**src/verilog/cacheGeometryPkg.sv**
```systemverilog
package cacheGeometryPkg;

    // Physical address and line layout
    localparam int addrWidth = 32;
    localparam int lineBytes = 16;
    localparam int offsetWidth = $clog2(lineBytes);
    localparam int defaultIndexWidth = 6;

    localparam int wordWidth = 32;
    localparam int lineWidth = lineBytes * 8;
    localparam int lineAddrWidth = addrWidth - offsetWidth;

    typedef logic [wordWidth-1:0] Word;

    typedef logic [addrWidth-1:0] PhysAddr;

    // Address with the byte offset removed
    typedef logic [lineAddrWidth-1:0] LineAddr;

    typedef logic [lineWidth-1:0] LineData;

    // Tag keeps the whole line address, so the index width never changes it
    typedef struct packed {
        logic valid;
        LineAddr tag;
    } TagEntry;

endpackage

```
**src/verilog/arrayAccessIf.sv**
```systemverilog
`timescale 1ns/1ps

interface arrayAccessIf #(
    parameter type entryType = logic,
    parameter int indexWidth = cacheGeometryPkg::defaultIndexWidth
);

    logic [indexWidth-1:0] index;
    logic writeEnable;
    entryType writeEntry;

    // Valid one cycle after index
    entryType readEntry;

    modport controller (
        output index, writeEnable, writeEntry,
        input readEntry
    );

    modport array (
        input index, writeEnable, writeEntry,
        output readEntry
    );

endinterface

```
**src/verilog/syncArray.sv**
```systemverilog
`timescale 1ns/1ps

module syncArray #(
    parameter type entryType = logic,
    parameter int indexWidth = cacheGeometryPkg::defaultIndexWidth,
    parameter bit clearOnReset = 1'b0
) (
    input logic clk,
    input logic rst,
    arrayAccessIf.array port
);

    localparam int depth = 1 << indexWidth;

    entryType entries [depth];

    always_ff @(posedge clk) begin
        if (clearOnReset && rst) begin
            for (int i = 0; i < depth; i++) begin
                entries[i] <= '0;
            end
        end else if (port.writeEnable) begin
            entries[port.index] <= port.writeEntry;
        end
    end

    // Registered read, returns the old entry on a same-cycle write
    always_ff @(posedge clk) begin
        port.readEntry <= entries[port.index];
    end

endmodule

```
**src/flat_wrapper.sv**
```systemverilog
// flat-port wrapper written by rule: the top's interface ports become plain ports
module syncArray_flat 
#(
    parameter type entryType = logic,
    parameter int indexWidth = cacheGeometryPkg::defaultIndexWidth,
    parameter bit clearOnReset = 1'b0
)
  (clk, rst, port_index, port_writeEnable, port_writeEntry, port_readEntry);
  arrayAccessIf #(.entryType(entryType), .indexWidth(indexWidth)) port_i ();
  input logic clk;
  input logic rst;
  input wire logic [$bits(port_i.index)-1:0] port_index;
  input wire logic [$bits(port_i.writeEnable)-1:0] port_writeEnable;
  input wire logic [$bits(port_i.writeEntry)-1:0] port_writeEntry;
  output wire logic [$bits(port_i.readEntry)-1:0] port_readEntry;
  assign port_i.index = port_index;
  assign port_i.writeEnable = port_writeEnable;
  assign port_i.writeEntry = port_writeEntry;
  assign port_readEntry = port_i.readEntry;
  syncArray #(.entryType(entryType), .indexWidth(indexWidth), .clearOnReset(clearOnReset)) u_core (.clk(clk), .rst(rst), .port(port_i));
endmodule
```
**config.mk**
```make
export PLATFORM = sky130hd
export DESIGN_NAME = syncArray_flat
export DESIGN_NICKNAME = d
export VERILOG_FILES = /design/src/verilog/cacheGeometryPkg.sv /design/src/verilog/arrayAccessIf.sv /design/src/verilog/syncArray.sv /design/src/flat_wrapper.sv
export SDC_FILE = /design/constraint.sdc
export NUM_CORES = 1
export LEC_CHECK = 0
export BUFFER_PORTS_ARGS = -buffer_cell sky130_fd_sc_hd__buf_2
export CAP_MARGIN = 30
export CELL_PAD_IN_SITES_DETAIL_PLACEMENT = 0
export CELL_PAD_IN_SITES_GLOBAL_PLACEMENT = 2
export CORE_MARGIN = 1.5
export CORE_UTILIZATION = 43
export CTS_CLUSTER_SIZE = 8
export DETAILED_ROUTE_END_ITERATION = 6
export GPL_TIMING_DRIVEN = 0
export PLACE_DENSITY = 0.85
export SLEW_MARGIN = 20
export SYNTH_ARGS = -nofsm -noshare
export SYNTH_HDL_FRONTEND = slang
export SYNTH_SLANG_ARGS = --single-unit
```
**constraint.sdc**
```tcl
create_clock -name clk -period 1.8 [get_ports clk]
set_clock_uncertainty 0.05 [all_clocks]
set_input_delay 0.18 -clock clk [delete_from_list [all_inputs] [get_ports clk]]
set_output_delay 0.18 -clock clk [all_outputs]
set_load 0.01 [all_outputs]
```
==> impl_results.md <==
* Status: finished clean
* Dominant cell type by area after synthesis: edfxtp_1
* Crit path kind: reg2reg
* CTS sink count at 65
* Post-DP Area at 3150 um^2
* CTS tree: done
* First-pass GRT wire length at 10600 um
* Syn Area/Cell at 12.4 um^2
* # DRC at 0
* Synth cell types at 40
* Clk buf depth at 2
* Most frequent cell after synthesis: nor2_1
* Reg area at 1940 um^2
* Maximum vdd ir drop at 413 uV
* Cell count after synthesis at 242
* Starting density of the core at 0.443
* Async SR Flop Fraction at 0
* N_diodes at 0
* Post-synth top area share at 0.639
* Cell Chain, Critical Path: mux4_2 -> mux2i_1 -> nor2_1 -> nor4_2 -> nand4_1
* Chip height at 86.7 um
* Clock latency on the worst-skew pair at 340 ps
* Core Area at 6790 um^2
* Layout area overhead at 10.9%
* Routed WL per cell at 18.9 um
* Final hold vios at 0
* Final nets at 268
* Via density at 5.50
* Number of DRC markers in iteration 0 at 220
* Fillers at 628
* Synth top area cells: edfxtp_1, nor2_1, mux4_2
* Worst-Margin Slew at 518 ps
* CTS HTree Levels at 3
* WP data required at 1960 ps
* Num rows at 30
* Pwr dens at 876 nW/um^2
* Initial antenna violation count at 0
* Max-cap violations at 0
* Pin count of the biggest net entering global routing at 65
* Die Footprint at 7510 um^2
* Final WS setup at 131 ps
* Final-report setup violation count at 0
* # port buffers at 4
* Leakage Power at 1.07 nW
* CP Max Fanout at 1
* Slowest cell on crit path: mux4_2
* CTS clock-pin slew for the worst setup and hold paths at 70 ps
* CP peak stage delay at 470 ps
* Cells on worst reg2reg path at 5
* Synth Cell Area at 3010 um^2
* Number of iterations in the first detailed-routing pass at 4
* Hold Path Stages at 3
* Vias post-DR at 1970
* WHS at 280 ps
* Post-route cell area at 3340 um^2
* Vias in the first global route at 1883
* # IOs at 11
* Rel. slew slack at 0.654
* Min Tclk post-route at 1670 ps
* Die Width at 86.7 um
* Area of the multi-input gates at 966 um^2
* GPL Wtd Cong at 0.832
* Utilization after layout at 0.491
* Startpoint Class: register
* Pre-CTS WS at -277 ps
* Share of cells above drive strength 1 at 0.156
* Total CTS buffers at 9
* Number of flops mapped to enable cells by yosys at 64
* Post-synth top cells: nor2_1, edfxtp_1, nand2_1, mux2i_1, nand3_1
* Ys flop type: edfxtp_1
* Drt total wl at 6770 um
* CTS Root Cell: clkbuf_8
* Global-route usage over all layers at 0.202
* RSZ-0062 raised after global routing: false
* Final ANT Viol Nets at 0
* Max Slew Vio Count at 0
* GRT overflow at 0
* Worst Setup End Kind: register
* Final Cycle Share at 0.927
* HPWL after detailed placement at 4250 um
* Synth warnings at 0
* CP Data Arrival Time at 1820 ps
* Hold Crit Class: in2reg
* Synthesized flop and latch total at 65
* F_max at 599 MHz
* Sequential element share of the synthesized area at 0.645
* Syn Nets at 252
[power by group]
part	total (mW)	switching (mW)	internal [mW]	leakage, nW
Combinational	0.237	0.154	0.0826	0.409
Sequential	1.68	0.00300	1.67	0.584
Clock	1.01	0.526	0.483	0.0766
[path summary, 6_finish.rpt]
kind	endpoint	from	slack [ps]
setup / recovery	u_core.port.readEntry	u_core.entries[8]	130
hold / removal	u_core.port.readEntry	port_index[5]	280
setup reg to reg	u_core.port.readEntry	u_core.entries[8]	130
hold reg to reg	u_core.port.readEntry	u_core.entries[2]	700
[metal layers]
| layer | track usage | part of all wire | up-vias |
|---|---|---|---|
| met2 | 0.320 | 0.48 | 37 |
| met4 | 0.0660 | 0.013 | 0 |
| met3 | 0.0505 | 0.048 | 9 |
| met5 | 0 | 0 | - |
| met1 | 0.273 | 0.46 | 1005 |
| li1 | - | - | 919 |
[repair_timing]
item                       in CTS  in global routing
buffers inserted                0                  0
setup endpoints to repair       0                 15
hold buffers                    0                  0
resized for setup               0                  2
hold endpoints to repair        0                  0
[final cells by class]
| class | instances | area share |
|---|---|---|
| flip-flops and latches | 65 | 0.582 |
| multi-input cells | 157 | 0.290 |
| clock buffers | 11 | 0.0394 |
| well taps | 96 | 0.0360 |
| plain buffers | 15 | 0.0266 |
| repair buffers | 5 | 0.0143 |
| clock inverters | 4 | 0.00638 |
| inverters | 5 | 0.00563 |
[layout by cell type (no fill, tap or decap), types with 2 or more instances in the layout]
cell type	count
nand3_1	7
nand4_1	3
buf_2	11
clkbuf_1	6
nor2b_1	3
clkbuf_8	9
o21ai_0	2
clkinv_2	2
mux4_2	6
nand2b_1	4
nor2_1	69
nor3_1	4
a22o_1	3
a221oi_1	2
and3_1	2
mux2i_1	8
nand2_1	10
or3_1	2
buf_6	3
inv_1	5
nand3b_1	5
a22oi_1	6
edfxtp_1	64
a211oi_1	4
[sequential cells by signal, summed over array words and instances, names as in the netlist]
signal and cells:
u_core.entries 64, u_core.port.readEntry 1
[stage by stage]
| step | total power, mW | instances | setup TNS, ps |
|---|---|---|---|
| after global routing | 3.04 | 358 | 0 |
| after detailed placement | 1.94 | 342 | -6210 |
| after CTS | 2.95 | 357 | 0 |
| final | 2.92 | 358 | 0 |
| after floorplan | 1.86 | 242 | 0 |
| after global placement | 1.94 | 342 | -5250 |
[kinds of logic after synthesis]
group | synth area share
AO/OA/AOI/OAI | 0.0595
buffers and inverters | 0.0353
flip-flops | 0.645
multiplexers | 0.0802
AND/OR/NAND/NOR | 0.180
[worst max-delay path, delay by kind of cell, from the launching register on]
| kind | cells | cell delay [ps] |
|---|---|---|
| multiplexers | 2 | 610 |
| AND/OR/NAND/NOR | 3 | 510 |
| flip-flops | 1 | 370 |
Power figures use the tool's default switching activity.
