<file path="config.mk">
export PLATFORM = sky130hd
export DESIGN_NAME = lineTransfer_flat
export DESIGN_NICKNAME = d
export VERILOG_FILES = /design/src/verilog/cacheGeometryPkg.sv /design/src/verilog/lsuOpsPkg.sv /design/src/verilog/lineTransferIf.sv /design/src/verilog/lineTransfer.sv /design/src/flat_wrapper.sv
export SDC_FILE = /design/constraint.sdc
export NUM_CORES = 1
export LEC_CHECK = 0
export BUFFER_PORTS_ARGS = -buffer_cell sky130_fd_sc_hd__buf_2
export CAP_MARGIN = 5
export CORE_AREA = 3 3 231 233
export CTS_CLUSTER_DIAMETER = 60
export DETAILED_ROUTE_END_ITERATION = 8
export DIE_AREA = 0 0 234 236
export PLACE_DENSITY_LB_ADDON = 0.05
export SLEW_MARGIN = 30
export SYNTH_ARGS = -nofsm -noshare
export SYNTH_HDL_FRONTEND = slang
export SYNTH_SLANG_ARGS = --single-unit
</file>
<file path="constraint.sdc">
create_clock -name clk -period 5.05 [get_ports clk]
set_input_delay 1.01 -clock clk [delete_from_list [all_inputs] [get_ports clk]]
set_output_delay 1.01 -clock clk [all_outputs]
set_load 0.005 [all_outputs]
</file>
<file path="src/verilog/cacheGeometryPkg.sv">
package cacheGeometryPkg;

    // Physical address and line layout
    localparam int addrWidth = 32;
    localparam int lineBytes = 16;
    localparam int offsetWidth = $clog2(lineBytes);
    localparam int defaultIndexWidth = 6;

    localparam int wordWidth = 32;
    localparam int lineWidth = lineBytes * 8;
    localparam int lineAddrWidth = addrWidth - offsetWidth;

    typedef logic [wordWidth-1:0] Word;

    typedef logic [addrWidth-1:0] PhysAddr;

    // Address with the byte offset removed
    typedef logic [lineAddrWidth-1:0] LineAddr;

    typedef logic [lineWidth-1:0] LineData;

    // Tag keeps the whole line address, so the index width never changes it
    typedef struct packed {
        logic valid;
        LineAddr tag;
    } TagEntry;

endpackage

</file>
<file path="src/verilog/lsuOpsPkg.sv">
package lsuOpsPkg;

    typedef enum logic [2:0] {
        cmdNone = 3'd0,
        cmdLoad = 3'd1,
        cmdStore = 3'd2,
        cmdAtomic = 3'd3,
        cmdInvalidate = 3'd4
    } LsuCommand;

    typedef enum logic [1:0] {
        sizeByte = 2'd0,
        sizeHalf = 2'd1,
        sizeWord = 2'd2
    } AccessSize;

    typedef enum logic [3:0] {
        opSwap = 4'd0,
        opAdd = 4'd1,
        opXor = 4'd2,
        opAnd = 4'd3,
        opOr = 4'd4,
        opMin = 4'd5,
        opMax = 4'd6,
        opMinu = 4'd7,
        opMaxu = 4'd8
    } AtomicOp;

    // Commands from the controller to the line-transfer engine
    typedef enum logic [1:0] {
        xferIdle = 2'd0,
        xferFetch = 2'd1,
        xferWriteThrough = 2'd2,
        xferInvalidate = 2'd3
    } TransferCommand;

    // New memory word of an atomic op
    function automatic cacheGeometryPkg::Word atomicResult(
        AtomicOp op,
        cacheGeometryPkg::Word regValue,
        cacheGeometryPkg::Word memValue
    );
        logic signedLess;
        logic unsignedLess;
        signedLess = $signed(regValue) < $signed(memValue);
        unsignedLess = regValue < memValue;
        case (op)
            opSwap: atomicResult = regValue;
            opAdd: atomicResult = regValue + memValue;
            opXor: atomicResult = regValue ^ memValue;
            opAnd: atomicResult = regValue & memValue;
            opOr: atomicResult = regValue | memValue;
            opMin: atomicResult = signedLess ? regValue : memValue;
            opMax: atomicResult = signedLess ? memValue : regValue;
            opMinu: atomicResult = unsignedLess ? regValue : memValue;
            opMaxu: atomicResult = unsignedLess ? memValue : regValue;
            default: atomicResult = memValue;
        endcase
    endfunction

endpackage

</file>
<file path="src/verilog/lineTransferIf.sv">
`timescale 1ns/1ps

interface lineTransferIf #(
    parameter int indexWidth = cacheGeometryPkg::defaultIndexWidth
);
    import cacheGeometryPkg::*;
    import lsuOpsPkg::*;

    // Held by the controller until done
    TransferCommand command;
    LineAddr lineAddr;
    LineData writeLine;

    // One-cycle pulse, fillLine valid with it on a fetch
    logic done;
    LineData fillLine;

    // Tag clear during invalidate
    logic [indexWidth-1:0] sweepIndex;
    logic sweepWrite;

    modport controller (
        output command, lineAddr, writeLine,
        input done, fillLine, sweepIndex, sweepWrite
    );

    modport engine (
        input command, lineAddr, writeLine,
        output done, fillLine, sweepIndex, sweepWrite
    );

endinterface

</file>
<file path="src/verilog/lineTransfer.sv">
`timescale 1ns/1ps

module lineTransfer #(
    parameter int indexWidth = cacheGeometryPkg::defaultIndexWidth
) (
    input logic clk,
    input logic rst,
    lineTransferIf.engine xfer,
    output cacheGeometryPkg::PhysAddr memAddr,
    output logic memReadReq,
    input logic memReadGrant,
    input cacheGeometryPkg::LineData memReadData,
    output logic memWriteReq,
    input logic memWriteGrant,
    output cacheGeometryPkg::LineData memWriteData
);
    import cacheGeometryPkg::*;
    import lsuOpsPkg::*;

    typedef enum logic [1:0] {
        engIdle,
        engRead,
        engWrite,
        engSweep
    } EngineState;

    EngineState state;
    logic [indexWidth-1:0] sweepCount;
    logic lastSweep;
    logic readDone;
    logic writeDone;

    assign lastSweep = (state == engSweep) && (sweepCount == '1);
    assign readDone = (state == engRead) && memReadGrant;
    assign writeDone = (state == engWrite) && memWriteGrant;

    // Request levels follow the state, so they drop the cycle after a grant
    assign memReadReq = (state == engRead);
    assign memWriteReq = (state == engWrite);

    always_ff @(posedge clk) begin
        if (rst) begin
            state <= engIdle;
            sweepCount <= '0;
        end else begin
            case (state)
                engIdle: begin
                    sweepCount <= '0;
                    case (xfer.command)
                        xferFetch: state <= engRead;
                        xferWriteThrough: state <= engWrite;
                        xferInvalidate: state <= engSweep;
                        default: state <= engIdle;
                    endcase
                end
                engRead: begin
                    if (memReadGrant) begin
                        state <= engIdle;
                    end
                end
                engWrite: begin
                    if (memWriteGrant) begin
                        state <= engIdle;
                    end
                end
                default: begin
                    sweepCount <= sweepCount + 1'b1;
                    if (lastSweep) begin
                        state <= engIdle;
                    end
                end
            endcase
        end
    end

    // Captured while idle, then stable for the whole request
    always_ff @(posedge clk) begin
        if (state == engIdle) begin
            memAddr <= {xfer.lineAddr, {offsetWidth{1'b0}}};
            memWriteData <= xfer.writeLine;
        end
    end

    always_comb begin
        xfer.done = readDone || writeDone || lastSweep;
        xfer.fillLine = memReadData;
        xfer.sweepIndex = sweepCount;
        xfer.sweepWrite = (state == engSweep);
    end

endmodule

</file>
<file path="src/flat_wrapper.sv">
// flat-port wrapper written by rule: the top's interface ports become plain ports
module lineTransfer_flat import cacheGeometryPkg::*; import lsuOpsPkg::*;
#(
    parameter int indexWidth = cacheGeometryPkg::defaultIndexWidth
)
  (clk, rst, memAddr, memReadReq, memReadGrant, memReadData, memWriteReq, memWriteGrant, memWriteData, xfer_command, xfer_lineAddr, xfer_writeLine, xfer_done, xfer_fillLine, xfer_sweepIndex, xfer_sweepWrite);
  lineTransferIf #(.indexWidth(indexWidth)) xfer_i ();
  input logic clk;
  input logic rst;
  output cacheGeometryPkg::PhysAddr memAddr;
  output logic memReadReq;
  input logic memReadGrant;
  input cacheGeometryPkg::LineData memReadData;
  output logic memWriteReq;
  input logic memWriteGrant;
  output cacheGeometryPkg::LineData memWriteData;
  input wire logic [$bits(xfer_i.command)-1:0] xfer_command;
  input wire logic [$bits(xfer_i.lineAddr)-1:0] xfer_lineAddr;
  input wire logic [$bits(xfer_i.writeLine)-1:0] xfer_writeLine;
  output wire logic [$bits(xfer_i.done)-1:0] xfer_done;
  output wire logic [$bits(xfer_i.fillLine)-1:0] xfer_fillLine;
  output wire logic [$bits(xfer_i.sweepIndex)-1:0] xfer_sweepIndex;
  output wire logic [$bits(xfer_i.sweepWrite)-1:0] xfer_sweepWrite;
  assign xfer_i.command = xfer_command;
  assign xfer_i.lineAddr = xfer_lineAddr;
  assign xfer_i.writeLine = xfer_writeLine;
  assign xfer_done = xfer_i.done;
  assign xfer_fillLine = xfer_i.fillLine;
  assign xfer_sweepIndex = xfer_i.sweepIndex;
  assign xfer_sweepWrite = xfer_i.sweepWrite;
  lineTransfer #(.indexWidth(indexWidth)) u_core (.clk(clk), .rst(rst), .xfer(xfer_i), .memAddr(memAddr), .memReadReq(memReadReq), .memReadGrant(memReadGrant), .memReadData(memReadData), .memWriteReq(memWriteReq), .memWriteGrant(memWriteGrant), .memWriteData(memWriteData));
endmodule
</file>
==> metrics.txt <==
Core ar.=51400 sq um; Worst VDD drop=0.210 mV; CTS resizes=0; Longest Clk Path Bufs=2; total of max-cap violations=0; startpoint types=register; Flop pwr share=49.2%; H-tree depth=4; clock power share=28.7%; Post-CTS Setup Inserts=0; RD Place Congestion=0.708; CTS Hold Buffers Added=0; Slew @ Worst Pin=845 ps; Critical Setup Path Class=reg -> out; Initial Util=12.0%; Worst Hold Class=reg -> reg; FF+latch count, synth=164; RSZ-0062 raised after global routing=false; Mapped Area=6170 sq um; antenna violations before repair=16; Final Skew=7.11 ps; # DRC=0; Slew Viols, Final=0; internal power=3010 uW; post-synth cell types=25; FP Rows=83; 1st-iter DRT viols=152; Total Power=4280 uW; pwr/cell area=520 nW/um^2; CP endpoint kind=output port; Avg Cell Area, Syn=18.0 sq um; outcome=complete, no violations; switching share of power=29.6%; largest net degree at the start of global routing=62; boundary pin count=588; CTS tree=done; min cycle time layout=2610 ps; vias per cell=2.91; CTS buffer count=17; critical path arrival=1600 ps; chip height=236 microns; pre-CTS setup slack=2520 ps; layout cells sized above 1=62.2%; crit-path cells=ha_1 > nand4_1 > o21ai_1 > buf_2; post-detailed-route count of antenna-violating nets=0; top fanout value on the critical path=5; Slowest-stage cell, CP=dfxtp_1; GRT Resource Usage Total=9.41%; drt wl/cell=21.4 microns; count of mapped cells out of synthesis=342; total clock sinks=164; HPWL Detailed=22.2 mm; fin nets=855; Die X=234 microns; IO Port Bufs=327; final hold viol count=0; Slew HR=43.7%; CP max stage delay=410 ps; total length of routed wires=26.9 mm; Achievable Freq=0.383 GHz; Syn-to-layout area delta=33.4%; die area=55200 sq um; DR vias=3657; clk_lat worst skew=440 ps; Critical Path RT=4040 ps; worst setup slack after layout=2440 ps; first-pass GRT wire length=34.3 mm; Overflow after GRT=0; YS warnings=0; Setup TNS Final=0 ps; P_sw=1270 uW; Pleak=0.00335 uW; Root Driver=clkbuf_16; period utilization=51.6%; vias in the first global route=3884; Worst-path clk slew=60 ps; first-pass detailed-route iteration total=4; power share of the combinational group=22.2%; Setup violations, final=0; post-synthesis sequential area ratio=78.5%
## cell usage after synthesis (all sizes together)
| library cell | number | share of area [%] |
|---|---|---|
| nand4 | 1 | 0.10 |
| nand2 | 4 | 0.24 |
| ha | 5 | 1.0 |
| edfxtp | 156 | 76 |
| nor3b | 1 | 0.12 |
| xnor2 | 1 | 0.14 |
| a21o | 1 | 0.12 |
| a211oi | 1 | 0.20 |
| mux2i | 2 | 0.32 |
| nand3 | 1 | 0.081 |
| or4 | 1 | 0.12 |
| o21ai | 1 | 0.081 |
| a22oi | 1 | 0.12 |
| xor2 | 3 | 0.43 |
| nor2 | 6 | 0.36 |
| o31ai | 1 | 0.12 |
| nand2b | 2 | 0.20 |
| buf | 133 | 16 |
| a2111oi | 1 | 0.45 |
| a21oi | 2 | 0.16 |
| nor2b | 4 | 0.41 |
| inv | 3 | 0.18 |
| nand4b | 2 | 0.28 |
| conb | 1 | 0.061 |
| dfxtp | 8 | 2.6 |
## flip-flops by register name, summed over array words and instances, names as in the netlist
| name | cells |
|---|---|
| u_core.memWriteData | 128 |
| u_core.memAddr | 28 |
| u_core.xfer.sweepIndex | 6 |
| u_core.state | 2 |
## worst max-delay path, delay by kind of cell, from the launching register on
family / cells / cell delay (ps)
and+or+nand+nor: 1 / 190
buffers and inverters: 1 / 130
adders and majority gates: 1 / 240
DFF: 1 / 410
AOI/OAI and AO/OA: 1 / 180
## placed cells by master (no fill, tap or decap), types with 3 or more instances in the layout
cell type,n
conb_1,4
inv_1,3
dfxtp_1,8
clkbuf_1,4
edfxtp_1,156
nor2b_1,4
clkbuf_16,17
diode_2,3
clkinv_1,3
buf_2,327
ha_1,4
nand2_1,4
nor2_1,6
xor2_1,3
## worst paths after layout
path | from | endpoint | slack [ps] | depth (start not counted)
worst max register to register | u_core.state[0] | u_core.memWriteData[112] | 2700 | 3
worst min-delay path | u_core.xfer.sweepIndex[5] | u_core.xfer.sweepIndex[5] | 510 | 2
worst max-delay path | u_core.xfer.sweepIndex[0] | xfer_done | 2440 | 4
worst min register to register | u_core.xfer.sweepIndex[5] | u_core.xfer.sweepIndex[5] | 510 | 2
## stage by stage
stage	hold slack (ps)	area, sq um	std cells	util (%)
after CTS	510	8230	1252	16.0
after global placement	503	7700	1221	15.0
after global routing	526	8230	1254	16.0
final	506	8230	1255	16.0
after detailed placement	501	7700	1221	15.0
after floorplan	481	6190	345	-
## power by group through the flow
stage               Combinational [uW]  Sequential (uW)  Clock, uW
floorplan                          386             2200          0
CTS                               1000             2120       1310
finish                             949             2100       1230
global route                      1060             2150       1350
global placement                  1010             2150          0
detailed placement                1000             2140          0
## kinds of logic after synthesis
family	share of synthesized area [%]
buffers and inverters	16.4
muxes	0.324
adders and majority gates	1.01
xor gates and xnor gates	0.568
other	0.0608
DFF	78.5
and+or+nand+nor	1.93
AOI/OAI and AO/OA	1.26
## metal layers
metal | track usage, % | vias up | routed length (microns)
li1 | - | 1524 | -
met1 | 8.42 | 1686 | 8460
met2 | 16.5 | 334 | 13600
met3 | 5.35 | 107 | 3700
met4 | 5.23 | 6 | 1120
met5 | 0.268 | - | 43
## cell type report
class / count / area, sq um
clock inverter: 10 / 85.1
antenna: 3 / 7.51
timing repair buffer: 329 / 1650
multi-input combinational: 45 / 342
tap: 680 / 851
fill: 5671 / 43200
clock buffer: 21 / 440
inverter: 3 / 11.3
sequential: 164 / 4840
Note: power is estimated with default switching activity, not from simulation.
